`config.mk`:
```
export PLATFORM = sky130hd
export DESIGN_NAME = aximm_follower_app
export DESIGN_NICKNAME = d
export VERILOG_FILES = /design/src/hdl/axi_burst_pkg.sv /design/src/hdl/aximm_follower_app.sv
export SDC_FILE = /design/constraint.sdc
export NUM_CORES = 1
export LEC_CHECK = 0
export ABC_AREA = 1
export BUFFER_PORTS_ARGS = -buffer_cell sky130_fd_sc_hd__buf_2
export CORE_AREA = 3 3 118 120
export DETAILED_ROUTE_END_ITERATION = 8
export DIE_AREA = 0 0 121 123
export PLACE_DENSITY = 0.67
export SLEW_MARGIN = 10
export SYNTH_ARGS = -nofsm -noshare
export SYNTH_HDL_FRONTEND = slang
export SYNTH_SLANG_ARGS = --single-unit
```
`constraint.sdc`:
```
create_clock -name ms_wr_clk -period 9.7 [get_ports ms_wr_clk]
set_clock_uncertainty 0.2 [all_clocks]
set_input_delay 1.94 -clock ms_wr_clk [delete_from_list [all_inputs] [get_ports ms_wr_clk]]
set_output_delay 1.94 -clock ms_wr_clk [all_outputs]
set_load 0.005 [all_outputs]
```
`src/hdl/axi_burst_pkg.sv`:
```
// AXI burst definitions
// word and field widths plus burst types for leader, follower, memory and checker

package axi_burst_pkg;

	// one word per data beat, also the CSR word
	localparam int DATA_WIDTH = 32;

	// AXI address bus, word addressed
	localparam int ADDR_WIDTH = 32;

	// length field, beats = len + 1
	localparam int LEN_WIDTH = 8;
	localparam int MAX_BEATS = 2 ** LEN_WIDTH;

	// low bit of the AXI encoding, WRAP not supported
	typedef enum logic {
		BURST_FIXED = 1'b0,
		BURST_INCR  = 1'b1
	} burst_e;

endpackage

```
`src/hdl/aximm_follower_app.sv`:
```
// AXI burst follower
// turns write and read bursts into local memory accesses, one beat per cycle
`timescale 1ns/1ps

module aximm_follower_app
	import axi_burst_pkg::*;
#(
	parameter int MEM_AW = 8
) (
	input  logic                  ms_wr_clk,
	input  logic                  i_arst_n,
	input  logic [ADDR_WIDTH-1:0] i_awaddr,
	input  logic [LEN_WIDTH-1:0]  i_awlen,
	input  burst_e                i_awburst,
	input  logic                  i_awvalid,
	output logic                  o_awready,
	input  logic [DATA_WIDTH-1:0] i_wdata,
	input  logic                  i_wlast,
	input  logic                  i_wvalid,
	output logic                  o_wready,
	output logic                  o_bvalid,
	input  logic                  i_bready,
	input  logic [ADDR_WIDTH-1:0] i_araddr,
	input  logic [LEN_WIDTH-1:0]  i_arlen,
	input  burst_e                i_arburst,
	input  logic                  i_arvalid,
	output logic                  o_arready,
	output logic [DATA_WIDTH-1:0] o_rdata,
	output logic                  o_rlast,
	output logic                  o_rvalid,
	input  logic                  i_rready,
	output logic [MEM_AW-1:0]     o_mem_wr_addr,
	output logic [DATA_WIDTH-1:0] o_mem_wr_data,
	output logic                  o_mem_wr_en,
	output logic [MEM_AW-1:0]     o_mem_rd_addr,
	input  logic [DATA_WIDTH-1:0] i_mem_rd_data,
	output logic [DATA_WIDTH-1:0] o_in_first,
	output logic [DATA_WIDTH-1:0] o_in_last
);

	typedef enum logic [1:0] {ST_IDLE, ST_WDATA, ST_WRESP, ST_RDATA} state_e;

	state_e               state;
	logic [MEM_AW-1:0]    addr;
	logic [MEM_AW-1:0]    next_addr;
	logic [LEN_WIDTH-1:0] len;
	logic [LEN_WIDTH-1:0] beat;
	burst_e               burst;

	// write channel has priority in idle
	assign o_awready = (state == ST_IDLE);
	assign o_arready = (state == ST_IDLE) && !i_awvalid;
	assign o_wready  = (state == ST_WDATA);
	assign o_bvalid  = (state == ST_WRESP);

	assign next_addr     = (burst == BURST_INCR) ? addr + 1'b1 : addr;
	assign o_mem_wr_en   = i_wvalid && o_wready;
	assign o_mem_wr_addr = addr;
	assign o_mem_wr_data = i_wdata;

	// look ahead one word on an accepted beat, else hold the current one
	assign o_mem_rd_addr = (o_rvalid && i_rready) ? next_addr : addr;
	assign o_rdata       = i_mem_rd_data;
	assign o_rlast       = o_rvalid && (beat == len);

	always_ff @(posedge ms_wr_clk or negedge i_arst_n) begin
		if (!i_arst_n) begin
			state    <= ST_IDLE;
			beat     <= '0;
			o_rvalid <= 1'b0;
		end else begin
			case (state)
				ST_IDLE: begin
					beat <= '0;
					if (i_awvalid)
						state <= ST_WDATA;
					else if (i_arvalid)
						state <= ST_RDATA;
				end
				ST_WDATA: if (o_mem_wr_en) begin
					beat <= beat + 1'b1;
					if (i_wlast)
						state <= ST_WRESP;
				end
				ST_WRESP: if (i_bready)
					state <= ST_IDLE;
				ST_RDATA: begin
					// first cycle covers the memory read latency
					o_rvalid <= 1'b1;
					if (o_rvalid && i_rready) begin
						beat <= beat + 1'b1;
						if (beat == len) begin
							o_rvalid <= 1'b0;
							state    <= ST_IDLE;
						end
					end
				end
				default: state <= ST_IDLE;
			endcase
		end
	end

	always_ff @(posedge ms_wr_clk) begin
		if (state == ST_IDLE) begin
			if (i_awvalid) begin
				addr  <= i_awaddr[MEM_AW-1:0];
				len   <= i_awlen;
				burst <= i_awburst;
			end else if (i_arvalid) begin
				addr  <= i_araddr[MEM_AW-1:0];
				len   <= i_arlen;
				burst <= i_arburst;
			end
		end else if (o_mem_wr_en || (o_rvalid && i_rready)) begin
			addr <= next_addr;
		end
		if (o_mem_wr_en && beat == '0)
			o_in_first <= i_wdata;
		if (o_mem_wr_en && i_wlast)
			o_in_last <= i_wdata;
	end

	// leader wlast must agree with the awlen count
	a_wlast_count: assert property (@(posedge ms_wr_clk) disable iff (!i_arst_n)
		o_mem_wr_en |-> (i_wlast == (beat == len)));

endmodule

```
==> results.md <==
- Status: complete, no violations
- Commonest non-fill, non-tap cells in the layout: sky130_fd_sc_hd__buf_2, sky130_fd_sc_hd__nand2_1, sky130_fd_sc_hd__edfxtp_1
- Total Neg Setup Slack: 0 ns
- Setup repair after global routing missed its margin: no
- Share of async-settable or async-resettable flops after synthesis: 0.120
- Cell at the slowest stage of the critical path: sky130_fd_sc_hd__inv_1
- H-tree depth: 3
- Worst vdd rail ir drop: around 120 uV
- Total vias in the final route: 2965
- Count of maximum capacitance violations: 0
- Final hold violation count: 0
- Fraction of layout cells with a size suffix above 1: 0.444
- Critical path start-end classification: primary input to primary output
- Critical path launch point type: primary input
- Primary FF master, synth: sky130_fd_sc_hd__edfxtp_1
- Total power per unit cell area: roughly 250 mW/mm^2
- Most frequent CP cell: sky130_fd_sc_hd__buf_2
- Synth Area per Inst: roughly 11 sq um
- Clock transition at path regs: about 0.070 ns
- X dimension of the die: 121 um
- Combined buffer and inverter count along the critical path: 3
- Master cell of the clock root buffer: sky130_fd_sc_hd__clkbuf_16
- Global-route congestion overflow total: 0
- HPWL Detailed: about 7.7 mm
- Total iterations of the first detailed-routing run: 4
- CP peak stage delay: approximately 0.33 ns
- Final antenna diode count: 0
- Minimum clock period: 5.00 ns
- Number of buffers inserted by port buffering: around 190
- Initial core utilization: 0.328
- Number of distinct library cells after synthesis: 31
- Remaining max-slew budget at the tightest pin: 0.350
- Synthesis Warnings: 0
- Routed wire length per instance: 14.3 um
- Fill cell count: about 1300
- Share of the synthesized area in the top cell type: 0.567
- Io pins: 305
- Area used by multi-input combinational logic: 953 sq um
- Post-synthesis sequential area ratio: 0.631
- Number of clock sinks: 92
- Overall global routing resource usage: 0.130
- Top Family by Delay on Critical Path: buffers and inverters
- Post-CTS repair timing setup buffer count: 0
- Hold Buf Count CTS: 0
- Post-route fraction of the period consumed by the critical path: 0.515
- Number of max-slew violations in the final report: 0
- Crit path cell chain: buf_2, nand2_2, inv_1, nand3_1, o21ai_0, buf_2
- Vias per inst: approximately 4.3
- Area overhead of the layout relative to synthesis: 22.3%
- Post-synthesis instance total: 375
- Post-layout net count: 665
- Insertion delay to the later sink of the worst-skew pair: 0.34 ns
- Floorplan die area: about 0.015 sq mm
- Floorplan core area: 0.0131 sq mm
- Routability cong.: ~0.8
- Cell types with the largest area share after synthesis: sky130_fd_sc_hd__edfxtp_1, sky130_fd_sc_hd__buf_4, sky130_fd_sc_hd__nand2_1
- Leading cell type in the layout, fill and taps excluded: sky130_fd_sc_hd__buf_2
- Pin count of the biggest net entering global routing: 33
- Worst endpoint required time: 7.56 ns
- Synthesized Nets: between 500 and 600
- Vert. Die Dim: 123 um
- Initial antenna violation count: 0
- Cells resized by post-CTS repair: 0
- Leakage power total: ~2.3 nW
- Number of nets with antenna violations after detailed routing: 0
- Synth Register Bits: just over 90
- Count of routing violations after the opening detailed-route iteration: 145
- Worst hold slack after final layout: between 0.4 and 0.5 ns
- Cell area after technology mapping: around 0.0043 sq mm
- Area taken by flip-flops and latches: approximately 0.0027 sq mm
- Global-route wire length before repair: roughly 15 mm
- Highest fanout seen on the critical path: 11
- Clock tree from TritonCTS: built
- Timing-limited maximum frequency: between 200 and 250 MHz
- Number of buffers between clock root and the deepest sink: 2
- Path class of the lowest-slack min-delay path: flip-flop to flip-flop
- CP Data Arrival Time: ~2.9 ns
- Worst Tran Pin Value: a little under 1 ns
- Post-synth EDFFs: 81
- Vias in the first global route: 2791
- Total setup violations reported at the end of the flow: 0
- Num CTS Buffers: 9
- Post-synthesis cell type with the largest combined area: sky130_fd_sc_hd__edfxtp_1
- Number of cell rows: 42
- CP Capture Type: primary output
- Overall routed net length: 9.86 mm
- Total DRC errors in the routed layout: 0
## where the power goes
| group | internal (mW) | switching, mW |
|---|---|---|
| logic | 0.148 | 0.237 |
| registers | 0.534 | 0.0499 |
| clock network | 0.177 | 0.150 |
## flip-flops by register name (all words and copies together), names as in the netlist
| name | flops |
|---|---|
| burst | 1 |
| o_rvalid | 1 |
| state | 2 |
| o_in_first | 32 |
| len | 8 |
| o_mem_wr_addr | 8 |
| beat | 8 |
| o_in_last | 32 |
## area by class of cell
class                   count  share of cell area
well taps                 176              0.0420
flip-flops and latches     92               0.516
inverters                  30              0.0215
clock buffers               9              0.0429
repair buffers            193               0.185
clock inverters             7              0.0107
multi-input cells         182               0.182
## logic make-up (layout without fill, tap and decap cells)
group / count (synthesis) / after routing / synth area share
AND/OR/NAND/NOR: 132 / 132 / 0.135
buffers and inverters: 101 / 239 / 0.149
flip-flops: 92 / 92 / 0.631
AO/OA/AOI/OAI: 30 / 30 / 0.0391
XOR/XNOR: 12 / 12 / 0.0245
multiplexers: 5 / 5 / 0.0117
adder cells (fa/ha/maj): 3 / 3 / 0.00875
## routing by layer
metal	vias up	track usage	share of wire
met5	-	0	0
li1	1446	-	-
met2	170	0.228	0.48
met3	27	0.0435	0.11
met4	0	0.0552	0.024
met1	1322	0.145	0.38
## worst paths after layout
path / startpoint / endpoint / slack (ns) / depth (start not counted)
worst max-delay path: i_rready / o_mem_rd_addr[2] / 4.70 / 6
worst min register to register: state[1]$_DFFE_PN0P_ / state[1]$_DFFE_PN0P_ / 0.42 / 2
worst min-delay path: state[1]$_DFFE_PN0P_ / state[1]$_DFFE_PN0P_ / 0.42 / 2
max in group asynchronous: i_arst_n / beat[0]$_DFFE_PN0P_ / 7.83 / 1
worst max register to register: state[0]$_DFFE_PN0P_ / o_mem_wr_addr[5]$_DFFE_PP_ / 6.98 / 3
min in group asynchronous: i_arst_n / state[0]$_DFFE_PN0P_ / 1.26 / 1
## stage by stage
| stage | util | cell area (sq um) | power, mW | setup slack (ns) | cells |
|---|---|---|---|---|---|
| finish | 0.401 | 5240 | 1.30 | 4.70 | 689 |
| global placement | 0.379 | 4960 | 0.975 | 4.74 | 673 |
| detailed placement | 0.379 | 4960 | 0.984 | 4.71 | 673 |
| floorplan | - | 4290 | 0.842 | 4.75 | 375 |
| global route | 0.401 | 5240 | 1.39 | 4.62 | 689 |
| CTS | 0.401 | 5240 | 1.32 | 4.70 | 689 |
## tightest hold or removal path, cell delays in order (launching register included)
cell and delay [ns]:
sky130_fd_sc_hd__dfrtp_1 0.46, sky130_fd_sc_hd__nand2_1 0.08, sky130_fd_sc_hd__nand2_1 0.05
## Yosys cell counts, types with 5 or more instances
cell type,n
sky130_fd_sc_hd__nand2_1,91
sky130_fd_sc_hd__edfxtp_1,81
sky130_fd_sc_hd__buf_4,64
sky130_fd_sc_hd__inv_1,28
sky130_fd_sc_hd__dfrtp_1,11
sky130_fd_sc_hd__nor2_1,11
sky130_fd_sc_hd__o21ai_0,11
sky130_fd_sc_hd__nand3_1,9
sky130_fd_sc_hd__o21ai_1,9
sky130_fd_sc_hd__xnor2_1,7
sky130_fd_sc_hd__mux2i_1,5
sky130_fd_sc_hd__xor2_1,5
Power figures use the tool's default switching activity.
