[config.mk]
export PLATFORM = sky130hd
export DESIGN_NAME = aximm_csr
export DESIGN_NICKNAME = d
export VERILOG_FILES = /design/src/hdl/axi_burst_pkg.sv /design/src/hdl/csr_map_pkg.sv /design/src/hdl/aximm_csr.sv
export SDC_FILE = /design/constraint.sdc
export NUM_CORES = 1
export LEC_CHECK = 0
export BUFFER_PORTS_ARGS = -buffer_cell sky130_fd_sc_hd__buf_2
export CELL_PAD_IN_SITES_DETAIL_PLACEMENT = 1
export CELL_PAD_IN_SITES_GLOBAL_PLACEMENT = 1
export CORE_MARGIN = 2
export CORE_UTILIZATION = 36
export DETAILED_ROUTE_END_ITERATION = 10
export GPL_TIMING_DRIVEN = 0
export PLACE_DENSITY_LB_ADDON = 0.3
export SLEW_MARGIN = 20
export SYNTH_ARGS = -nofsm -noshare
export SYNTH_HDL_FRONTEND = slang
export SYNTH_SLANG_ARGS = --single-unit
[constraint.sdc]
create_clock -name ms_wr_clk -period 2.9 [get_ports ms_wr_clk]
set_input_delay 0.145 -clock ms_wr_clk [delete_from_list [all_inputs] [get_ports ms_wr_clk]]
set_output_delay 0.145 -clock ms_wr_clk [all_outputs]
set_load 0.05 [all_outputs]
[src/hdl/axi_burst_pkg.sv]
// AXI burst definitions
// word and field widths plus burst types for leader, follower, memory and checker

package axi_burst_pkg;

	// one word per data beat, also the CSR word
	localparam int DATA_WIDTH = 32;

	// AXI address bus, word addressed
	localparam int ADDR_WIDTH = 32;

	// length field, beats = len + 1
	localparam int LEN_WIDTH = 8;
	localparam int MAX_BEATS = 2 ** LEN_WIDTH;

	// low bit of the AXI encoding, WRAP not supported
	typedef enum logic {
		BURST_FIXED = 1'b0,
		BURST_INCR  = 1'b1
	} burst_e;

endpackage

[src/hdl/csr_map_pkg.sv]
// CSR map of the loopback block
// register byte addresses and control/status bit positions

package csr_map_pkg;

	localparam int CSR_AW = 32;

	typedef enum logic [CSR_AW-1:0] {
		REG_CTRL      = 'h00,
		REG_LENGTH    = 'h04,
		REG_ADDR      = 'h08,
		REG_PATTERN   = 'h0C,
		REG_STATUS    = 'h10,
		REG_OUT_FIRST = 'h14,
		REG_OUT_LAST  = 'h18,
		REG_IN_FIRST  = 'h1C,
		REG_IN_LAST   = 'h20
	} csr_addr_e;

	// control register
	localparam int CTRL_WR_START = 0;
	localparam int CTRL_RD_START = 1;
	localparam int CTRL_BURST    = 4;

	// status register
	localparam int STS_WR_DONE  = 0;
	localparam int STS_RD_DONE  = 1;
	localparam int STS_CHK_DONE = 2;
	localparam int STS_CHK_ERR  = 3;
	localparam int STS_BUSY     = 4;

endpackage

[src/hdl/aximm_csr.sv]
// Loopback control and status registers
// CPU strobe port, burst settings, start pulses and sticky status
`timescale 1ns/1ps

module aximm_csr
	import axi_burst_pkg::*, csr_map_pkg::*;
(
	input  logic                  ms_wr_clk,
	input  logic                  i_arst_n,
	input  logic [CSR_AW-1:0]     i_wr_addr,
	input  logic [DATA_WIDTH-1:0] i_wrdata,
	input  logic                  i_wren,
	input  logic                  i_rden,
	input  logic                  i_wr_done,
	input  logic                  i_rd_done,
	input  logic                  i_busy,
	input  logic                  i_chk_done,
	input  logic                  i_chk_err,
	input  logic [DATA_WIDTH-1:0] i_out_first,
	input  logic [DATA_WIDTH-1:0] i_out_last,
	input  logic [DATA_WIDTH-1:0] i_in_first,
	input  logic [DATA_WIDTH-1:0] i_in_last,
	output logic [DATA_WIDTH-1:0] o_master_readdata,
	output logic                  o_master_readdatavalid,
	output logic                  o_wr_start,
	output logic                  o_rd_start,
	output burst_e                o_burst,
	output logic [LEN_WIDTH-1:0]  o_length,
	output logic [ADDR_WIDTH-1:0] o_addr,
	output logic [DATA_WIDTH-1:0] o_pattern
);

	logic                  wr_done_q;
	logic                  rd_done_q;
	logic                  chk_done_q;
	logic                  chk_err_q;
	logic                  ctrl_wr;
	logic [DATA_WIDTH-1:0] status;
	logic [DATA_WIDTH-1:0] rd_mux;

	assign ctrl_wr = i_wren && (csr_addr_e'(i_wr_addr) == REG_CTRL);

	always_comb begin
		status = '0;
		status[STS_WR_DONE]  = wr_done_q;
		status[STS_RD_DONE]  = rd_done_q;
		status[STS_CHK_DONE] = chk_done_q;
		status[STS_CHK_ERR]  = chk_err_q;
		status[STS_BUSY]     = i_busy;
	end

	always_comb begin
		rd_mux = '0;
		case (csr_addr_e'(i_wr_addr))
			REG_CTRL:      rd_mux[CTRL_BURST] = o_burst;
			REG_LENGTH:    rd_mux = DATA_WIDTH'(o_length);
			REG_ADDR:      rd_mux = DATA_WIDTH'(o_addr);
			REG_PATTERN:   rd_mux = o_pattern;
			REG_STATUS:    rd_mux = status;
			REG_OUT_FIRST: rd_mux = i_out_first;
			REG_OUT_LAST:  rd_mux = i_out_last;
			REG_IN_FIRST:  rd_mux = i_in_first;
			REG_IN_LAST:   rd_mux = i_in_last;
			default:       rd_mux = '0;
		endcase
	end

	always_ff @(posedge ms_wr_clk or negedge i_arst_n) begin
		if (!i_arst_n) begin
			o_burst                <= BURST_FIXED;
			o_length               <= '0;
			o_addr                 <= '0;
			o_pattern              <= '0;
			o_wr_start             <= 1'b0;
			o_rd_start             <= 1'b0;
			wr_done_q              <= 1'b0;
			rd_done_q              <= 1'b0;
			chk_done_q             <= 1'b0;
			chk_err_q              <= 1'b0;
			o_master_readdata      <= '0;
			o_master_readdatavalid <= 1'b0;
		end else begin
			// starts while busy are dropped here
			o_wr_start <= ctrl_wr && i_wrdata[CTRL_WR_START] && !i_busy;
			o_rd_start <= ctrl_wr && i_wrdata[CTRL_RD_START] && !i_busy;
			if (i_wren) begin
				case (csr_addr_e'(i_wr_addr))
					REG_CTRL:    o_burst <= burst_e'(i_wrdata[CTRL_BURST]);
					REG_LENGTH:  o_length <= i_wrdata[LEN_WIDTH-1:0];
					REG_ADDR:    o_addr <= ADDR_WIDTH'(i_wrdata);
					REG_PATTERN: o_pattern <= i_wrdata;
					default:     ;
				endcase
			end

			////////////////////
			// sticky status
			if (o_wr_start) begin
				wr_done_q  <= 1'b0;
				rd_done_q  <= 1'b0;
				chk_done_q <= 1'b0;
				chk_err_q  <= 1'b0;
			end else if (o_rd_start) begin
				rd_done_q  <= 1'b0;
				chk_done_q <= 1'b0;
			end else begin
				wr_done_q  <= wr_done_q | i_wr_done;
				rd_done_q  <= rd_done_q | i_rd_done;
				chk_done_q <= chk_done_q | i_chk_done;
				chk_err_q  <= chk_err_q | i_chk_err;
			end

			o_master_readdatavalid <= i_rden;
			if (i_rden)
				o_master_readdata <= rd_mux;
		end
	end

	// CPU never issues a read and a write together
	a_no_rw_overlap: assert property (@(posedge ms_wr_clk) disable iff (!i_arst_n)
		!(i_wren && i_rden));

endmodule

==> results list <==
- In the global route stage, overall resource usage came out at 0.264.
- Unrepaired setup endpoints after global routing: false
* Seq cells post-synth: 112
* Met3 track demand over resource in global routing: 0.0648
- Most crowded layer after global routing: met2
- Maximum number of pins on one net before global-route repair: 59
- The biggest area contributor in the post-synthesis netlist is sky130_fd_sc_hd__dfrtp_1.
- The most critical setup path has its startpoint at i_wr_addr[12].
* Library cells used by synthesis: 40
- Input/output buffers: 308
- Subtracting the final worst setup slack from the clock period gives 2.58 ns.
- Leaving out fill and tap cells, the most frequent cell in the layout is sky130_fd_sc_hd__buf_2.
* Biggest fanout along the worst timing path: 10
- The tightest hold path in the finished design has a slack of 0.0346 ns.
- Storage element area: 0.00280 mm2
- Maximum Capacitance Violations: 0
- Worst stage delay on the critical path: 0.89 ns
* # DRC: 0
* Reg-to-Reg Start: o_master_readdata[3]$_DFFE_PN0P_
- CTS tree: yes
- In the global route stage, met2 resource usage came out at 0.465.
- Footprint of the multi-input gates: 0.00272 mm2
* Initial antenna violation count: 2
* Total half-perimeter wirelength after legalization and detailed placement: 17.9 mm
- In the global route stage, met1 resource usage came out at 0.313.
* Max-slew violation count: 0
- Crit path depth: 7
* FF-to-FF path depth: 4
- Power Density: 411 mW/mm2
* Count of placed standard cells in the final layout, fillers left out: 1013
- The count of endpoints failing hold in the final timing report is 0.
- For this design the static power due to leakage is 4.10 nW.
* Worst-case clock skew: 0.00541 ns
- Most frequent cell on the critical path: sky130_fd_sc_hd__nor4_2
- Global routing finished with a remaining overflow of 0.
- During I/O placement, the number of pins put on the boundary was 309.
- Crit path capture: o_master_readdata[30]$_DFFE_PN0P_
- The via count of the first global-routing pass was 5894.
- CP Cell Sequence: buf_2 -> nor4_2 -> nand2_2 -> nor4_2 -> clkbuf_1 -> a222oi_1 -> a31oi_1
- Reg-to-reg setup timing slack: 1.48 ns
- Type of the tightest min-delay check: in2reg
- The design draws 3.22 mW.
- Layout Area Growth over Synthesis: 38.2%
* Period Utilization, post-route: 0.890
- Die Width: 129 um
- With fillers left out, the area of the finished cells amounts to 0.00783 mm2.
- Xor/xnor share of the synthesized area: 0
- Of the total synthesized cell area, the portion taken by full adders, half adders and majority gates is 0.
- Synthesis produced 472 cells.
- Setup violations remaining at the end of the flow were counted as 0.
- The complex-gate fraction of the synthesized area is 0.155.
- Effective utilization at floorplan: 0.370
- Register area share after synthesis: 0.494
- At the end of the flow the core is filled with cells to 0.512.
- Clock root buffer master: sky130_fd_sc_hd__clkbuf_16
- Simple-Gate Fraction of Synth Area: 0.110
- Tightest Pin Transition: 1.03 ns
- Counting the buffers created by CTS gives 9.
* Standard cell core area: 0.0153 mm2
- Arrival time worst endpoint: 2.85 ns
- Area of the die: 0.0168 mm2
- Static timing analysis puts the maximum clock frequency at 0.387 GHz.
- The first global-routing pass estimated 33.0 mm of wire.
- In this run the core area contains 45 standard-cell rows.
* Setup CP Type: in2reg
* Worst setup EP type: flip-flop
* Number of violations reported at the end of detailed-routing iteration 0: 362
- Source-to-sink clock delay at the later pin of the worst-skew pair: 0.35 ns
- Post-CTS timing repair inserted 0 buffers for setup.
- The cell area that synthesis handed to floorplanning was 0.00567 mm2.
* Number of clock sinks: 112
- Final GP Congestion: 0.852
- Nets: 995
- Fraction of final layout cells sized beyond drive strength 1: 0.563
* Critical path required time: 3.17 ns
- The longest clock path from root to sink contains 2 buffers.
- Buffers plus inverters on the worst setup path: 2
- The top cell types in the final layout, fill and taps aside, are sky130_fd_sc_hd__buf_2, sky130_fd_sc_hd__dfrtp_1, sky130_fd_sc_hd__mux2_2.
- Dividing the detail-routed via count by the number of cells gives 5.47.
- The first detailed-routing pass ran for 6 iterations.
- Top post-synthesis cells by area: sky130_fd_sc_hd__dfrtp_1, sky130_fd_sc_hd__mux2_2, sky130_fd_sc_hd__a222oi_1, sky130_fd_sc_hd__a31oi_1, sky130_fd_sc_hd__nor4_2
* Top cell type's share of synthesized area: 0.494
- After detailed routing, the total wire length is 22.5 mm.
- A synthesized cell averages 12.0 um2.
- Worst slew margin: 0.313
- On the critical path, the stage with the largest delay is an instance of sky130_fd_sc_hd__nor4_2.
- Across the VDD grid, the largest voltage drop is 0.000355 V.
* DP Cell Count: 992
- The run finished with clean final reports.
* Fill cells: 1835
- Clock-pin slew was measured on the worst setup and hold paths at 0.08 ns.
* Routed Antenna Nets: 0
- Detailed routing inserted a total of 5543 vias.
- Placed Instance Area: 0.00751 mm2
- CP delay by family, top: simple AND/OR/NAND/NOR gates
- When the netlist entered floorplanning its net count stood at 673.
- The clock tree synthesis step divided the H-tree into 3 levels.
* Crit path launch type: input pin
- The Yosys step of the flow raised 0 warnings.
- After detailed routing, the average wire length per cell comes to 22.2 um.
- The die is 129 um tall.
* Critical register-to-register path endpoint: o_master_readdata[3]$_DFFE_PN0P_
- Main combinational cell family by area after synthesis: multiplexers
- The portion of synthesized area spent on multiplexers is 0.214.
sequential cells by signal, summed over array words and instances (netlist names):
signal	flops
rd_done_q	1
o_wr_start	1
o_master_readdata	32
o_master_readdatavalid	1
chk_done_q	1
o_addr	32
o_rd_start	1
chk_err_q	1
o_length	8
o_burst	1
wr_done_q	1
o_pattern	32
power by group:
part	internal, mW	total (mW)	switching, mW
Sequential	1.58	1.59	0.0119
Clock	0.604	1.21	0.605
Combinational	0.159	0.417	0.258
Total	2.35	3.22	0.874
routing by layer:
layer  vias up  wire [um]
met5         -          0
met4         0        526
met3        40       1610
met2       253      11600
met1      2744       8780
li1       2506          -
worst reg2reg max path, cell delays in order, from the launching register on:
cell	delay (ns)
sky130_fd_sc_hd__dfrtp_1	0.41
sky130_fd_sc_hd__nor2b_1	0.16
sky130_fd_sc_hd__a221oi_1	0.29
sky130_fd_sc_hd__o211ai_1	0.21
sky130_fd_sc_hd__o221a_1	0.26
layout make-up:
| type | count | area share |
|---|---|---|
| clock inverters | 6 | 0.00767 |
| inverters | 3 | 0.00144 |
| well taps | 211 | 0.0337 |
| diodes | 3 | 0.000958 |
| clock buffers | 10 | 0.0292 |
| repair buffers | 311 | 0.204 |
| plain buffers | 31 | 0.0179 |
| flip-flops and latches | 112 | 0.358 |
| multi-input cells | 326 | 0.348 |
synth_stat cells, drive strengths merged:
cell       n
buf       14
a32oi      3
nor3       6
o211a      3
nor2      33
a31oi     23
a22oi     15
o211ai     4
clkbuf    17
mux2     104
nor2b      4
a32o       1
or3        1
o221a      1
and2       3
o2bb2ai   12
nand3b     2
a221oi     5
a221o      1
nor4      18
nand2     33
a21o       2
a211oi     1
a222oi    31
mux2i      4
a21oi      5
dfrtp    112
nand3      8
nor3b      1
nand4      2
inv        3
through the flow:
stage               setup WS (ns)  setup TNS (ns)
floorplan                    1.05               0
finish                      0.318               0
global route                0.113               0
CTS                         0.320               0
global placement          -0.0732          -0.210
detailed placement         -0.103          -0.612
timing repair:
item | CTS | global route
hold buffers | 2 | 0
hold endpoints to repair | 58 | 0
resized for setup | 0 | 0
setup endpoints to repair | 0 | 0
cell families after synthesis:
logic type	Yosys count
AOI/OAI and AO/OA	107
DFF	112
muxes	108
and+or+nand+nor	111
buffers and inverters	34
how the worst min path moves through the flow:
stage / startpoint / end / slack (ns) / cells after the start
after floorplan: i_arst_n / chk_done_q$_DFF_PN0_ / -0.15 / 0
after global placement: i_rden / o_master_readdatavalid$_DFF_PN0_ / 0.32 / 1
after detailed placement: i_arst_n / o_addr[7]$_DFFE_PN0P_ / 0.16 / 1
after CTS: i_wrdata[25] / o_addr[25]$_DFFE_PN0P_ / 0.02 / 2
after global routing: i_wrdata[25] / o_pattern[25]$_DFFE_PN0P_ / 0.02 / 2
final: i_wrdata[26] / o_pattern[26]$_DFFE_PN0P_ / 0.03 / 2
Power figures use the tool's default switching activity.
