<file path="src/hdl/axi_burst_pkg.sv">
// AXI burst definitions
// word and field widths plus burst types for leader, follower, memory and checker

package axi_burst_pkg;

	// one word per data beat, also the CSR word
	localparam int DATA_WIDTH = 32;

	// AXI address bus, word addressed
	localparam int ADDR_WIDTH = 32;

	// length field, beats = len + 1
	localparam int LEN_WIDTH = 8;
	localparam int MAX_BEATS = 2 ** LEN_WIDTH;

	// low bit of the AXI encoding, WRAP not supported
	typedef enum logic {
		BURST_FIXED = 1'b0,
		BURST_INCR  = 1'b1
	} burst_e;

endpackage

</file>
<file path="src/hdl/aximm_leader_app.sv">
// AXI burst leader
// issues one write or read burst per start, generates the write pattern
// and feeds each written word to the checker
`timescale 1ns/1ps

module aximm_leader_app
	import axi_burst_pkg::*;
#(
	parameter int MEM_AW = 8
) (
	input  logic                  ms_wr_clk,
	input  logic                  i_arst_n,
	input  logic                  i_wr_start,
	input  logic                  i_rd_start,
	input  burst_e                i_burst,
	input  logic [LEN_WIDTH-1:0]  i_length,
	input  logic [ADDR_WIDTH-1:0] i_addr,
	input  logic [DATA_WIDTH-1:0] i_pattern,
	output logic [ADDR_WIDTH-1:0] o_awaddr,
	output logic [LEN_WIDTH-1:0]  o_awlen,
	output burst_e                o_awburst,
	output logic                  o_awvalid,
	input  logic                  i_awready,
	output logic [DATA_WIDTH-1:0] o_wdata,
	output logic                  o_wlast,
	output logic                  o_wvalid,
	input  logic                  i_wready,
	input  logic                  i_bvalid,
	output logic                  o_bready,
	output logic [ADDR_WIDTH-1:0] o_araddr,
	output logic [LEN_WIDTH-1:0]  o_arlen,
	output burst_e                o_arburst,
	output logic                  o_arvalid,
	input  logic                  i_arready,
	input  logic [DATA_WIDTH-1:0] i_rdata,
	input  logic                  i_rlast,
	input  logic                  i_rvalid,
	output logic                  o_rready,
	output logic [DATA_WIDTH-1:0] o_exp_word,
	output logic                  o_exp_wr,
	output logic                  o_wr_done,
	output logic                  o_rd_done,
	output logic                  o_busy,
	output logic [DATA_WIDTH-1:0] o_out_first,
	output logic [DATA_WIDTH-1:0] o_out_last
);

	typedef enum logic [2:0] {ST_IDLE, ST_AW, ST_W, ST_B, ST_AR, ST_R} state_e;

	state_e               state;
	logic [LEN_WIDTH-1:0] beat;

	assign o_busy     = (state != ST_IDLE);
	assign o_bready   = 1'b1;
	assign o_rready   = 1'b1;
	assign o_wlast    = (beat == o_awlen);
	assign o_exp_wr   = o_wvalid && i_wready;
	assign o_exp_word = o_wdata;

	always_ff @(posedge ms_wr_clk or negedge i_arst_n) begin
		if (!i_arst_n) begin
			state     <= ST_IDLE;
			beat      <= '0;
			o_awvalid <= 1'b0;
			o_wvalid  <= 1'b0;
			o_arvalid <= 1'b0;
			o_wr_done <= 1'b0;
			o_rd_done <= 1'b0;
		end else begin
			o_wr_done <= 1'b0;
			o_rd_done <= 1'b0;
			case (state)
				ST_IDLE: begin
					// write wins if both starts arrive together
					if (i_wr_start) begin
						o_awvalid <= 1'b1;
						state     <= ST_AW;
					end else if (i_rd_start) begin
						o_arvalid <= 1'b1;
						state     <= ST_AR;
					end
				end
				ST_AW: if (i_awready) begin
					o_awvalid <= 1'b0;
					o_wvalid  <= 1'b1;
					beat      <= '0;
					state     <= ST_W;
				end
				ST_W: if (o_exp_wr) begin
					beat <= beat + 1'b1;
					if (o_wlast) begin
						o_wvalid <= 1'b0;
						state    <= ST_B;
					end
				end
				ST_B: if (i_bvalid) begin
					o_wr_done <= 1'b1;
					state     <= ST_IDLE;
				end
				ST_AR: if (i_arready) begin
					o_arvalid <= 1'b0;
					state     <= ST_R;
				end
				ST_R: if (i_rvalid && i_rlast) begin
					o_rd_done <= 1'b1;
					state     <= ST_IDLE;
				end
				default: state <= ST_IDLE;
			endcase
		end
	end

	////////////////////
	// burst payload

	always_ff @(posedge ms_wr_clk) begin
		// start address folded into the follower memory window
		if (state == ST_IDLE && i_wr_start) begin
			o_awaddr  <= ADDR_WIDTH'(i_addr[MEM_AW-1:0]);
			o_awlen   <= i_length;
			o_awburst <= i_burst;
			o_wdata   <= i_pattern;
		end
		if (state == ST_IDLE && i_rd_start) begin
			o_araddr  <= ADDR_WIDTH'(i_addr[MEM_AW-1:0]);
			o_arlen   <= i_length;
			o_arburst <= i_burst;
		end
		// beat k carries pattern + k
		if (o_exp_wr) begin
			o_wdata <= o_wdata + 1'b1;
			if (beat == '0)
				o_out_first <= o_wdata;
			if (o_wlast)
				o_out_last <= o_wdata;
		end
	end

	a_aw_hold: assert property (@(posedge ms_wr_clk) disable iff (!i_arst_n)
		o_awvalid && !i_awready |=> o_awvalid && $stable(o_awaddr));

	// memory returns written words only
	a_rdata_known: assert property (@(posedge ms_wr_clk) disable iff (!i_arst_n)
		i_rvalid && o_rready |-> !$isunknown(i_rdata));

endmodule

</file>
<file path="config.mk">
export PLATFORM = sky130hd
export DESIGN_NAME = aximm_leader_app
export DESIGN_NICKNAME = d
export VERILOG_FILES = /design/src/hdl/axi_burst_pkg.sv /design/src/hdl/aximm_leader_app.sv
export SDC_FILE = /design/constraint.sdc
export NUM_CORES = 1
export LEC_CHECK = 0
export BUFFER_PORTS_ARGS = -buffer_cell sky130_fd_sc_hd__buf_4
export CAP_MARGIN = 20
export CORE_AREA = 4 4 127 129
export DETAILED_ROUTE_END_ITERATION = 8
export DIE_AREA = 0 0 131 133
export PLACE_DENSITY_LB_ADDON = 0.12
export SETUP_SLACK_MARGIN = 0.1
export SKIP_LAST_GASP = 1
export SLEW_MARGIN = 5
export SYNTH_ARGS = -nofsm -noshare
export SYNTH_HDL_FRONTEND = slang
export SYNTH_SLANG_ARGS = --single-unit
export TNS_END_PERCENT = 5
</file>
<file path="constraint.sdc">
create_clock -name ms_wr_clk -period 5.75 [get_ports ms_wr_clk]
set_input_delay 1.15 -clock ms_wr_clk [delete_from_list [all_inputs] [get_ports ms_wr_clk]]
set_output_delay 1.15 -clock ms_wr_clk [all_outputs]
set_load 0.05 [all_outputs]
</file>
==> results of run 1 <==
-- layer usage --
| metal | vias up | track usage (%) | wire [microns] |
|---|---|---|---|
| met3 | 6 | 6.18 | 1370 |
| met1 | 2030 | 19.5 | 5750 |
| met4 | 0 | 4.34 | 76 |
| li1 | 2018 | - | - |
| met5 | - | 0 | 0 |
| met2 | 171 | 27.4 | 7450 |
-- per-stage QoR --
| step | setup WS, ns | cells | power [mW] |
|---|---|---|---|
| CTS | 2.63 | 893 | 5.42 |
| finish | 2.65 | 893 | 5.36 |
| global placement | 2.57 | 862 | 4.30 |
| floorplan | 0.300 | 539 | 3.70 |
| detailed placement | 2.55 | 862 | 4.33 |
| global route | 2.56 | 893 | 5.60 |
-- sequential cells by signal (all words and copies together) (netlist names) --
| register | flops |
|---|---|
| o_exp_word | 32 |
| o_out_first | 32 |
| o_out_last | 32 |
| beat | 8 |
| o_araddr | 8 |
| o_arlen | 8 |
| o_awaddr | 8 |
| o_awlen | 8 |
| state | 3 |
| o_arburst | 1 |
| o_arvalid | 1 |
| o_awburst | 1 |
| o_awvalid | 1 |
| o_rd_done | 1 |
| o_wr_done | 1 |
| o_wvalid | 1 |
-- placed cells by master, fill, tap and decap left out, types with 3 or more instances in the layout --
cell,instances
buf_4,230
edfxtp_1,130
conb_1,50
nand2_1,47
o21ai_0,31
xnor2_1,29
nand3_1,18
nor2_1,18
clkbuf_16,17
dfrtp_1,16
xor2_1,15
inv_1,14
nor3_1,11
nand4_1,9
o21ai_1,5
and3_1,4
nor4_1,4
a21oi_1,4
and4_1,3
and2_1,3
nor4_2,3
ha_1,3
bufinv_16,3
clkinv_1,3
clkbuf_1,3
-- area by class of cell --
class / count / area [sq um]
Tap cell: 188 / 235
Timing Repair Buffer: 230 / 1730
Multi-Input combinational cell: 284 / 1630
Sequential cell: 146 / 4300
Fill cell: 1263 / 6510
Clock buffer: 20 / 437
Clock inverter: 11 / 138
Inverter: 14 / 52.6
-- final timing paths --
check	endpoint	startpoint	cells past startpoint	slack, ns
setup / recovery	o_exp_wr	i_wready	4	2.65
max in group asynchronous	o_rd_done	i_arst_n	1	4.95
hold / removal	o_arvalid	o_arvalid	2	0.54
min in group asynchronous	beat[7]	i_arst_n	1	0.59
hold reg to reg	o_arvalid	o_arvalid	2	0.54
setup reg to reg	o_out_last[21]	beat[2]	4	3.35
-- power by group through the flow --
stage          clock network, mW  logic (mW)  registers (mW)
3_3_place_gp                   0        2.40            1.90
5_1_grt                     1.15        2.51            1.94
3_5_place_dp                   0        2.41            1.92
6_report                    1.08        2.39            1.89
2_1_floorplan                  0       0.987            2.71
4_1_cts                     1.10        2.42            1.90
-- cells by family after synthesis --
logic type / Yosys count
other: 2
AO/OA/AOI/OAI: 48
flip-flops: 146
adder cells (fa/ha/maj): 3
multiplexers: 1
buffers and inverters: 109
AND/OR/NAND/NOR: 138
XOR/XNOR: 44
-- critical path, cell delays in order --
cell and delay (ns):
buf_4 0.12, nand2_2 0.33, inv_1 0.12, buf_4 0.21
==> run summary, run 1 <==
Status - completed
Data required time of the worst path - 4.60 ns
Maxcap violations - 0
Sw frac - 46.2%
Synth area leader - edfxtp_1
Max Transition Viols Final - 0
# clock sinks - 146
Synthesized area - 6450 sq um
Part of the power in registers - 35.3%
Final hold slack - 0.540 ns
Inserted Clock Buffers - 17
Compound-Gate Fraction of Synth Area - 4.09%
Port bufs - 228
Relative max-transition margin - 31.6%
Area fraction of the dominant cell type after synthesis - 60.5%
TritonCTS clock tree - done
Synth warnings - 0
GR Overflow Total - 0
EDFF count, synth - 130
Minimum clock period - 3.10 ns
Cts hold-fix bufs - 0
Setup TNS - 0 ns
Sequential cell area fraction in the yosys report - 66.7%
NumNets Final - 811
Ys flop type - edfxtp_1
Largest net degree at the start of global routing - 44
Combinational family with the most area after synthesis - simple AND/OR/NAND/NOR gates
Clock power share - 20.1%
Synth Area per Inst - 13.1 sq um
WL per Instance - 16.4 microns
Worst VDD drop - 0.275 mV
Die height - 133 microns
CTS H-tree depth - 4
Vias - 4225
Post-route cell area - 8520 sq um
Critical path class - input pin to primary output
Tot GR Track Use - 16.3%
Async S/R FF share, synth - 11.0%
Worst endpoint data arrival time - 1.95 ns
Total wire length - 14600 microns
Comb pwr share - 44.6%
# IOs - 335
Simple-gate area share of the yosys netlist - 11.2%
Max Root-Sink Buffers - 2
Adder-Cell Fraction of Synth Area - 0.582%
Internal Power - 2.88 mW
Vias/cell - 4.73
Finish-stage setup viols - 0
Final hold violations - 0
Post-synthesis xor/xnor area fraction - 5.97%
Area after DPL - 7950 sq um
# rows - 45
Starting density of the core - 42.9%
CTS resizes - 0
Library cells used by synthesis - 42
Worst setup SP type - input pin
Area added between synthesis and finish - 32.1%
First-pass GRT wire length - 22000 microns
Mapped Cells - 491
Leak - 3.49 nW
Number of synthesized register bits - 146
Post-layout util - 56.7%
Post-DP HPWL - 10500 microns
Commonest cells post-synth - edfxtp_1 (130), buf_4 (82), nand2_1 (49)
Top-count cell post-synth - edfxtp_1
Layout cell share with drive strength beyond 1 - 38.3%
DRC viols - 0
Area contributors post-synth - edfxtp_1 (61%), buf_4 (9.5%), dfrtp_1 (6.2%)
Antenna Violating Nets Remaining - 0
Power Dens Cells - 629 nW/um^2
Clock skew - 0.0125 ns
F_max - 323 MHz
RSZ-0062 raised after global routing - false
Worst slew pin tran - 1.02 ns
Initial antenna violation count - 0
Mux share of post-synthesis cell area - 0.175%
Root Driver - clkbuf_16
Die outline width - 131 microns
Antenna diode count - 0
Clk_lat worst skew - 0.42 ns
Gpl congestion - 0.786
Vias in the first global route - 4090
Tightest Hold Check Type - flop to flop
Core area - 15000 sq um
Post-CTS Setup Inserts - 0
Critical path endpoint category - primary output
Psw - 2.48 mW
Clock transition at the registers of the reported paths - 0.06 ns
Max FO, Critical Path - 25
First-pass iteration count of the detailed router - 4
Iteration-0 DRC Markers - 149
Crit share post-route - 53.9%
Die area - 17400 sq um
(Power assumes the default switching activity.)
==> inputs of run 2 (changes only) <==
==> constraint.sdc (replaced) <==
create_clock -name ms_wr_clk -period 3.1 [get_ports ms_wr_clk]
set_input_delay 0.62 -clock ms_wr_clk [delete_from_list [all_inputs] [get_ports ms_wr_clk]]
set_output_delay 0.62 -clock ms_wr_clk [all_outputs]
set_load 0.05 [all_outputs]
==> run summary, run 2 (same netlist as run 1, synthesis figures left out) <==
Part of the power in registers - 34.7% (-0.6 points)
Gpl congestion - 0.781 (-0.61%)
R2R Setup Slk - 0.73 ns (-2.62 ns)
Comb pwr share - 44.5% (about the same)
Largest net degree at the start of global routing - 64 (+45%)
Power Dens Cells - 1170 nW/um^2 (+87%)
NumNets Final - 813 (+0.25%)
Tightest Hold Check Type - input pin to asynchronous set/reset pin
Antenna diode count - 0 (unchanged)
First-pass iteration count of the detailed router - 4 (unchanged)
Commonest non-fill, non-tap cells in the layout - buf_4 (232), edfxtp_1 (130), conb_1 (50), nand2_1 (47), o21ai_0 (31)
Initial antenna violation count - 0 (unchanged)
Tot GR Track Use - 16.4% (+0.083 points)
Setup TNS - 0 ns (unchanged)
Antenna Violating Nets Remaining - 0 (unchanged)
Sw frac - 45.8% (-0.43 points)
CP max-delay cell - dfrtp_1
Internal Power - 5.45 mW (+89%)
Maxcap violations - 0 (unchanged)
RSZ-0062 raised after global routing - false
Worst setup SP type - flop
Critical path class - flop to primary output
Crit path depth - 5 (+1)
GR Overflow Total - 0 (unchanged)
Area after DPL - 7970 sq um (+0.31%)
Relative max-transition margin - 44.6% (+13 points)
# IOs - 335 (unchanged)
Final hold violations - 0 (unchanged)
Worst slew pin tran - 0.828 ns (-0.196 ns)
Max FO, Critical Path - 6 (-76%)
Clock skew - 0.00728 ns (-0.00522 ns)
Max Root-Sink Buffers - 2 (unchanged)
Crit share post-route - 81.9%
Leak - 3.51 nW (+0.54%)
Port bufs - 228 (unchanged)
F_max - 394 MHz
Cell Count, Final, Fillers Out - 896 (+0.34%)
Layout cell share with drive strength beyond 1 - 38.6% (+0.26 points)
CP top delay family - simple AND/OR/NAND/NOR gates
Die outline width - 131 microns (unchanged)
Max Transition Viols Final - 0 (unchanged)
Cts hold-fix bufs - 0 (unchanged)
Starting density of the core - 42.9% (unchanged)
Vias in the first global route - 4047 (-1.1%)
Core area - 15000 sq um (unchanged)
Worst path cell trace - xnor2_1, nand4_1, or2_2, inv_1, buf_4
Minimum clock period - 2.54 ns
Data required time of the worst path - 2.48 ns (-2.12 ns)
Die area - 17400 sq um (unchanged)
Critical path endpoint category - primary output
Placed insts - 864 (+0.23%)
Commonest non-fill, non-tap cell in the layout - buf_4
Status - completed
Inserted Clock Buffers - 17 (unchanged)
Final hold slack - 0.0529 ns (-0.487 ns)
Total wire length - 14600 microns (-0.53%)
# clock sinks - 146 (unchanged)
CTS resizes - 0 (unchanged)
Post-route cell area - 8570 sq um (+0.62%)
Clk_lat worst skew - 0.42 ns (about the same)
Clock power share - 20.8% (+0.7 points)
Vias/cell - 4.74 (about the same)
Vias - 4243 (+0.43%)
Post-CTS Setup Inserts - 0 (unchanged)
Worst VDD drop - 0.580 mV (+110%)
Reg2reg end - o_exp_word[26]
# rows - 45 (unchanged)
DRC viols - 0 (unchanged)
Root Driver - clkbuf_16
Area added between synthesis and finish - 32.9%
Post-DP HPWL - 10500 microns (+0.31%)
First-pass GRT wire length - 21800 microns (-0.97%)
Worst endpoint data arrival time - 1.92 ns (-0.03 ns)
Finish-stage setup viols - 0 (unchanged)
CTS H-tree depth - 4 (unchanged)
Worst reg2reg path startpoint - o_exp_word[1]
Iteration-0 DRC Markers - 206 (+38%)
Crit path buffers/inverters - 2 (-1)
Worst R2R Path Depth - 6 (+2)
Psw - 4.60 mW (+86%)
WL per Instance - 16.3 microns (-0.86%)
Clock transition at the registers of the reported paths - 0.06 ns (about the same)
TritonCTS clock tree - done
Fill count - 1278 (+1.2%)
Die height - 133 microns (unchanged)
CP max stage delay - 0.48 ns (+0.15 ns)
Post-layout util - 57.0% (+0.35 points)
[run 2: metrics by stage]
step	total power [mW]	setup slack (ns)
4_1_cts	10.2	0.530
5_1_grt	10.5	0.428
3_5_place_dp	8.06	0.729
3_3_place_gp	8.00	0.751
6_report	10.1	0.561
2_1_floorplan	6.87	0.250
[run 2: power by group through the flow]
stage / Sequential, mW / Combinational [mW] / Clock, mW
floorplan: 5.02 / 1.85 / 0
global placement: 3.51 / 4.48 / 0
detailed placement: 3.55 / 4.51 / 0
CTS: 3.52 / 4.51 / 2.13
global route: 3.60 / 4.68 / 2.23
finish: 3.49 / 4.47 / 2.09
[run 2: worst max-delay path by stage]
stage	startpoint	endpoint	slack, ns
4_1_cts	beat[3]	o_wlast	0.53
3_5_place_dp	o_exp_word[1]	o_exp_word[26]	0.73
2_1_floorplan	i_wready	o_out_first[0]	0.25
6_report	beat[3]	o_wlast	0.56
5_1_grt	beat[2]	o_wlast	0.43
3_3_place_gp	o_exp_word[1]	o_exp_word[28]	0.75
[run 2: layout make-up]
| cell class | count | area [sq um] | area share (%) |
|---|---|---|---|
| clock buffers | 22 | 444 | 5.18 |
| clock inverters | 10 | 158 | 1.84 |
| inverters | 14 | 52.6 | 0.613 |
| multi-input cells | 284 | 1640 | 19.1 |
| flip-flops and latches | 146 | 4310 | 50.2 |
| well taps | 188 | 235 | 2.74 |
| repair buffers | 232 | 1740 | 20.3 |
[run 2: worst register-to-register path, stage by stage (launching register included)]
cell and delay (ns):
edfxtp_1 0.53, ha_1 0.37, nand3_1 0.24, or4_4 0.52, nor3_1 0.20, xnor2_1 0.15
o21ai_1 0.08
[run 2: metal layers]
layer / GRT usage, % / vias to the layer above / wire [microns]
met5: 0 / - / 0
met4: 5.26 / 0 / 148
met3: 6.34 / 12 / 1320
met2: 27.1 / 174 / 7270
met1: 19.6 / 2034 / 5830
li1: - / 2023 / -
==> inputs of run 3 (changes only) <==
--- a/config.mk
+++ b/config.mk
@@ -5,11 +5,12 @@
 export SDC_FILE = /design/constraint.sdc
 export NUM_CORES = 1
 export LEC_CHECK = 0
+export ABC_AREA = 1
 export BUFFER_PORTS_ARGS = -buffer_cell sky130_fd_sc_hd__buf_4
 export CAP_MARGIN = 20
-export CORE_AREA = 4 4 127 129
+export CORE_MARGIN = 4
+export CORE_UTILIZATION = 42
 export DETAILED_ROUTE_END_ITERATION = 8
-export DIE_AREA = 0 0 131 133
 export PLACE_DENSITY_LB_ADDON = 0.12
 export SETUP_SLACK_MARGIN = 0.1
 export SKIP_LAST_GASP = 1
==> constraint.sdc (replaced) <==
create_clock -name ms_wr_clk -period 2.2 [get_ports ms_wr_clk]
set_input_delay 0.44 -clock ms_wr_clk [delete_from_list [all_inputs] [get_ports ms_wr_clk]]
set_output_delay 0.44 -clock ms_wr_clk [all_outputs]
set_load 0.05 [all_outputs]
==> run summary, run 3 <==
Clk_lat worst skew - 0.42 ns (about the same)
WL per Instance - 15.2 microns (-6.3%)
Maxcap violations - 0 (unchanged)
Area contributors post-synth - edfxtp_1 (57%), nand2_1 (9.7%), buf_4 (9.0%)
Die outline width - 135 microns (+3.4%)
Port bufs - 228 (unchanged)
First-pass iteration count of the detailed router - 4 (unchanged)
WL met2 - 8690 microns (+20%)
Die height - 135 microns (+1.9%)
Max FO, Critical Path - 5 (-1)
# clock sinks - 146 (unchanged)
Starting density of the core - 43.0% (+0.061 points)
Minimum clock period - 1.98 ns
Internal Power - 6.78 mW (+24%)
# rows - 46 (+2.2%)
Worst setup startpoint - beat[0]
Psw - 5.57 mW (+21%)
Reg2reg end - o_exp_word[21]
Tightest Hold Check Type - input pin to flop
Vias - 4949 (+17%)
Iteration-0 DRC Markers - 252 (+22%)
Status - completed
Sw frac - 45.1% (-0.71 points)
Data required time of the worst path - 1.76 ns (-0.72 ns)
Async S/R FF share, synth - 11.0% (unchanged)
NumNets Final - 971 (+19%)
Mapped Cells - 633 (+29%)
Post-Place Worst Slack - 0.316 ns (-0.414 ns)
RSZ-0062 raised after global routing - false
Cell Count, Final, Fillers Out - 1082 (+21%)
Post-Route M1 WL - 6300 microns (+8.2%)
Ys flop type - edfxtp_1
Area added between synthesis and finish - 33.0%
F_max - 505 MHz
Library cells used by synthesis - 38 (-9.5%)
Area fraction of the dominant cell type after synthesis - 57.2% (-3.3 points)
Initial antenna violation count - 0 (unchanged)
Vias in the first global route - 4948 (+22%)
Setup TNS - 0 ns (unchanged)
Top sig layer - met4
Hold Path End - o_araddr[7]
TritonCTS clock tree - done
Comb pwr share - 42.5% (-2.0 points)
Inserted Clock Buffers - 17 (unchanged)
Synthesized area - 6830 sq um (+5.8%)
Root Driver - clkbuf_16
Max Root-Sink Buffers - 2 (unchanged)
Part of the power in registers - 35.8% (+1.1 points)
Clock skew - 0.00798 ns (+0.000703 ns)
CTS H-tree depth - 4 (unchanged)
Commonest non-fill, non-tap cells in the layout - buf_4 (239), nand2_1 (175), edfxtp_1 (130), conb_1 (50), nor2_1 (44)
Largest net degree at the start of global routing - 42 (-34%)
Antenna diode count - 0 (unchanged)
Number of synthesized register bits - 146 (unchanged)
Commonest cells post-synth - nand2_1 (176), edfxtp_1 (130), buf_4 (82)
Critical path endpoint category - primary output
Total wire length - 16500 microns (+13%)
Crit share post-route - 90.0%
Synth warnings - 0 (unchanged)
Clock power share - 21.7% (+0.9 points)
Synth area leader - edfxtp_1
Worst R2R Path Depth - 9 (+3)
Antenna Violating Nets Remaining - 0 (unchanged)
Tot GR Track Use - 17.6% (+1.3 points)
Finish-stage setup viols - 0 (unchanged)
EDFF count, synth - 130 (unchanged)
Clock transition at the registers of the reported paths - 0.06 ns (about the same)
Power Dens Cells - 1360 nW/um^2 (+16%)
Top-count cell post-synth - nand2_1
Max Transition Viols Final - 0 (unchanged)
Hold_sp - i_addr[7]
Final hold violations - 0 (unchanged)
Slack of the critical path - 0.220 ns (-0.342 ns)
Fill count - 1448 (+13%)
DRC viols - 0 (unchanged)
GR Overflow Total - 0 (unchanged)
Worst setup SP type - flop
R2R Setup Slk - 0.31 ns (-0.42 ns)
Worst VDD drop - 0.656 mV (+13%)
Post-DP HPWL - 12300 microns (+18%)
Sequential cell area fraction in the yosys report - 63.0% (-3.7 points)
Critical path class - flop to primary output
Gpl congestion - 0.845 (+8.2%)
# IOs - 335 (unchanged)
Post-layout util - 57.2% (+0.14 points)
Leak - 3.98 nW (+13%)
Core area - 15900 sq um (+5.7%)
Vias/cell - 4.57 (-3.4%)
WHS Path Cells - 1
Wire length on met3 - 1260 microns (-4.3%)
Worst reg2reg path startpoint - o_exp_word[4]
Commonest non-fill, non-tap cell in the layout - buf_4
Worst endpoint data arrival time - 1.54 ns (-0.38 ns)
Layout cell share with drive strength beyond 1 - 35.7% (-2.9 points)
Synth Area per Inst - 10.8 sq um (-18%)
Die area - 18400 sq um (+5.4%)
First-pass GRT wire length - 25300 microns (+16%)
Placed insts - 1046 (+21%)
-- run 3: worst max path at each step --
stage | endpoint | slack (ns)
final | o_wlast | 0.22
after global routing | o_wlast | 0.10
after CTS | o_wlast | 0.16
after detailed placement | o_exp_word[21] | 0.32
after global placement | o_exp_word[21] | 0.34
after floorplan | o_out_first[0] | -0.16
-- run 3: layout make-up --
class / instances / area, sq um / area share, %
Clock buffer: 20 / 437 / 4.81
Sequential cell: 146 / 4310 / 47.4
Tap cell: 216 / 270 / 2.98
Multi-Input combinational cell: 397 / 1910 / 21.0
Timing Repair Buffer: 243 / 1860 / 20.4
Inverter: 48 / 193 / 2.12
Clock inverter: 12 / 110 / 1.21
-- run 3: critical path: stages, from the launching register on --
cell and delay (ns):
dfrtp_1 0.42, inv_2 0.12, nand2_1 0.06, nand2_1 0.06, nand2_1 0.05, nor2_1 0.12, nand2_2 0.08, inv_1 0.07
buf_6 0.15
-- run 3: what timing repair did --
| item | in CTS | in global routing |
|---|---|---|
| hold endpoints to repair | 16 | 0 |
| pin swaps | 1 | 0 |
| hold buffers | 1 | 0 |
| resized for setup | 5 | 4 |
| setup endpoints to repair | 1 | 1 |
| setup buffers | 1 | 2 |
-- run 3: per-layer routing --
metal  track usage [%]  vias to the layer above
li1                  -                     2437
met1              19.9                     2332
met2              31.3                      162
met3              5.94                       18
met4              5.99                        0
met5                 0                        -
-- run 3: kinds of logic (layout without fill, tap and decap cells) --
logic type	count (synthesis)	in the layout	share of synthesized area [%]
XOR/XNOR	16	16	2.05
other	2	50	0.110
AO/OA/AOI/OAI	36	36	3.24
AND/OR/NAND/NOR	292	292	18.7
buffers and inverters	138	323	12.3
adder cells (fa/ha/maj)	3	3	0.550
flip-flops	146	146	63.0
-- run 3: through the flow --
step                      hold slack [ns]  total power, mW  cell area (sq um)
after global placement              0.316             9.70               8490
after floorplan                     0.144             8.39               7050
after global routing                0.187             12.9               9080
after CTS                           0.188             12.5               9060
after detailed placement            0.317             9.78               8490
final                               0.205             12.4               9080
-- run 3: power groups by stage --
stage	combinational, mW	clock, mW	sequential (mW)
floorplan	2.43	0	5.96
global placement	5.25	0	4.46
detailed placement	5.30	0	4.48
CTS	5.31	2.73	4.43
global route	5.54	2.86	4.52
finish	5.25	2.68	4.42
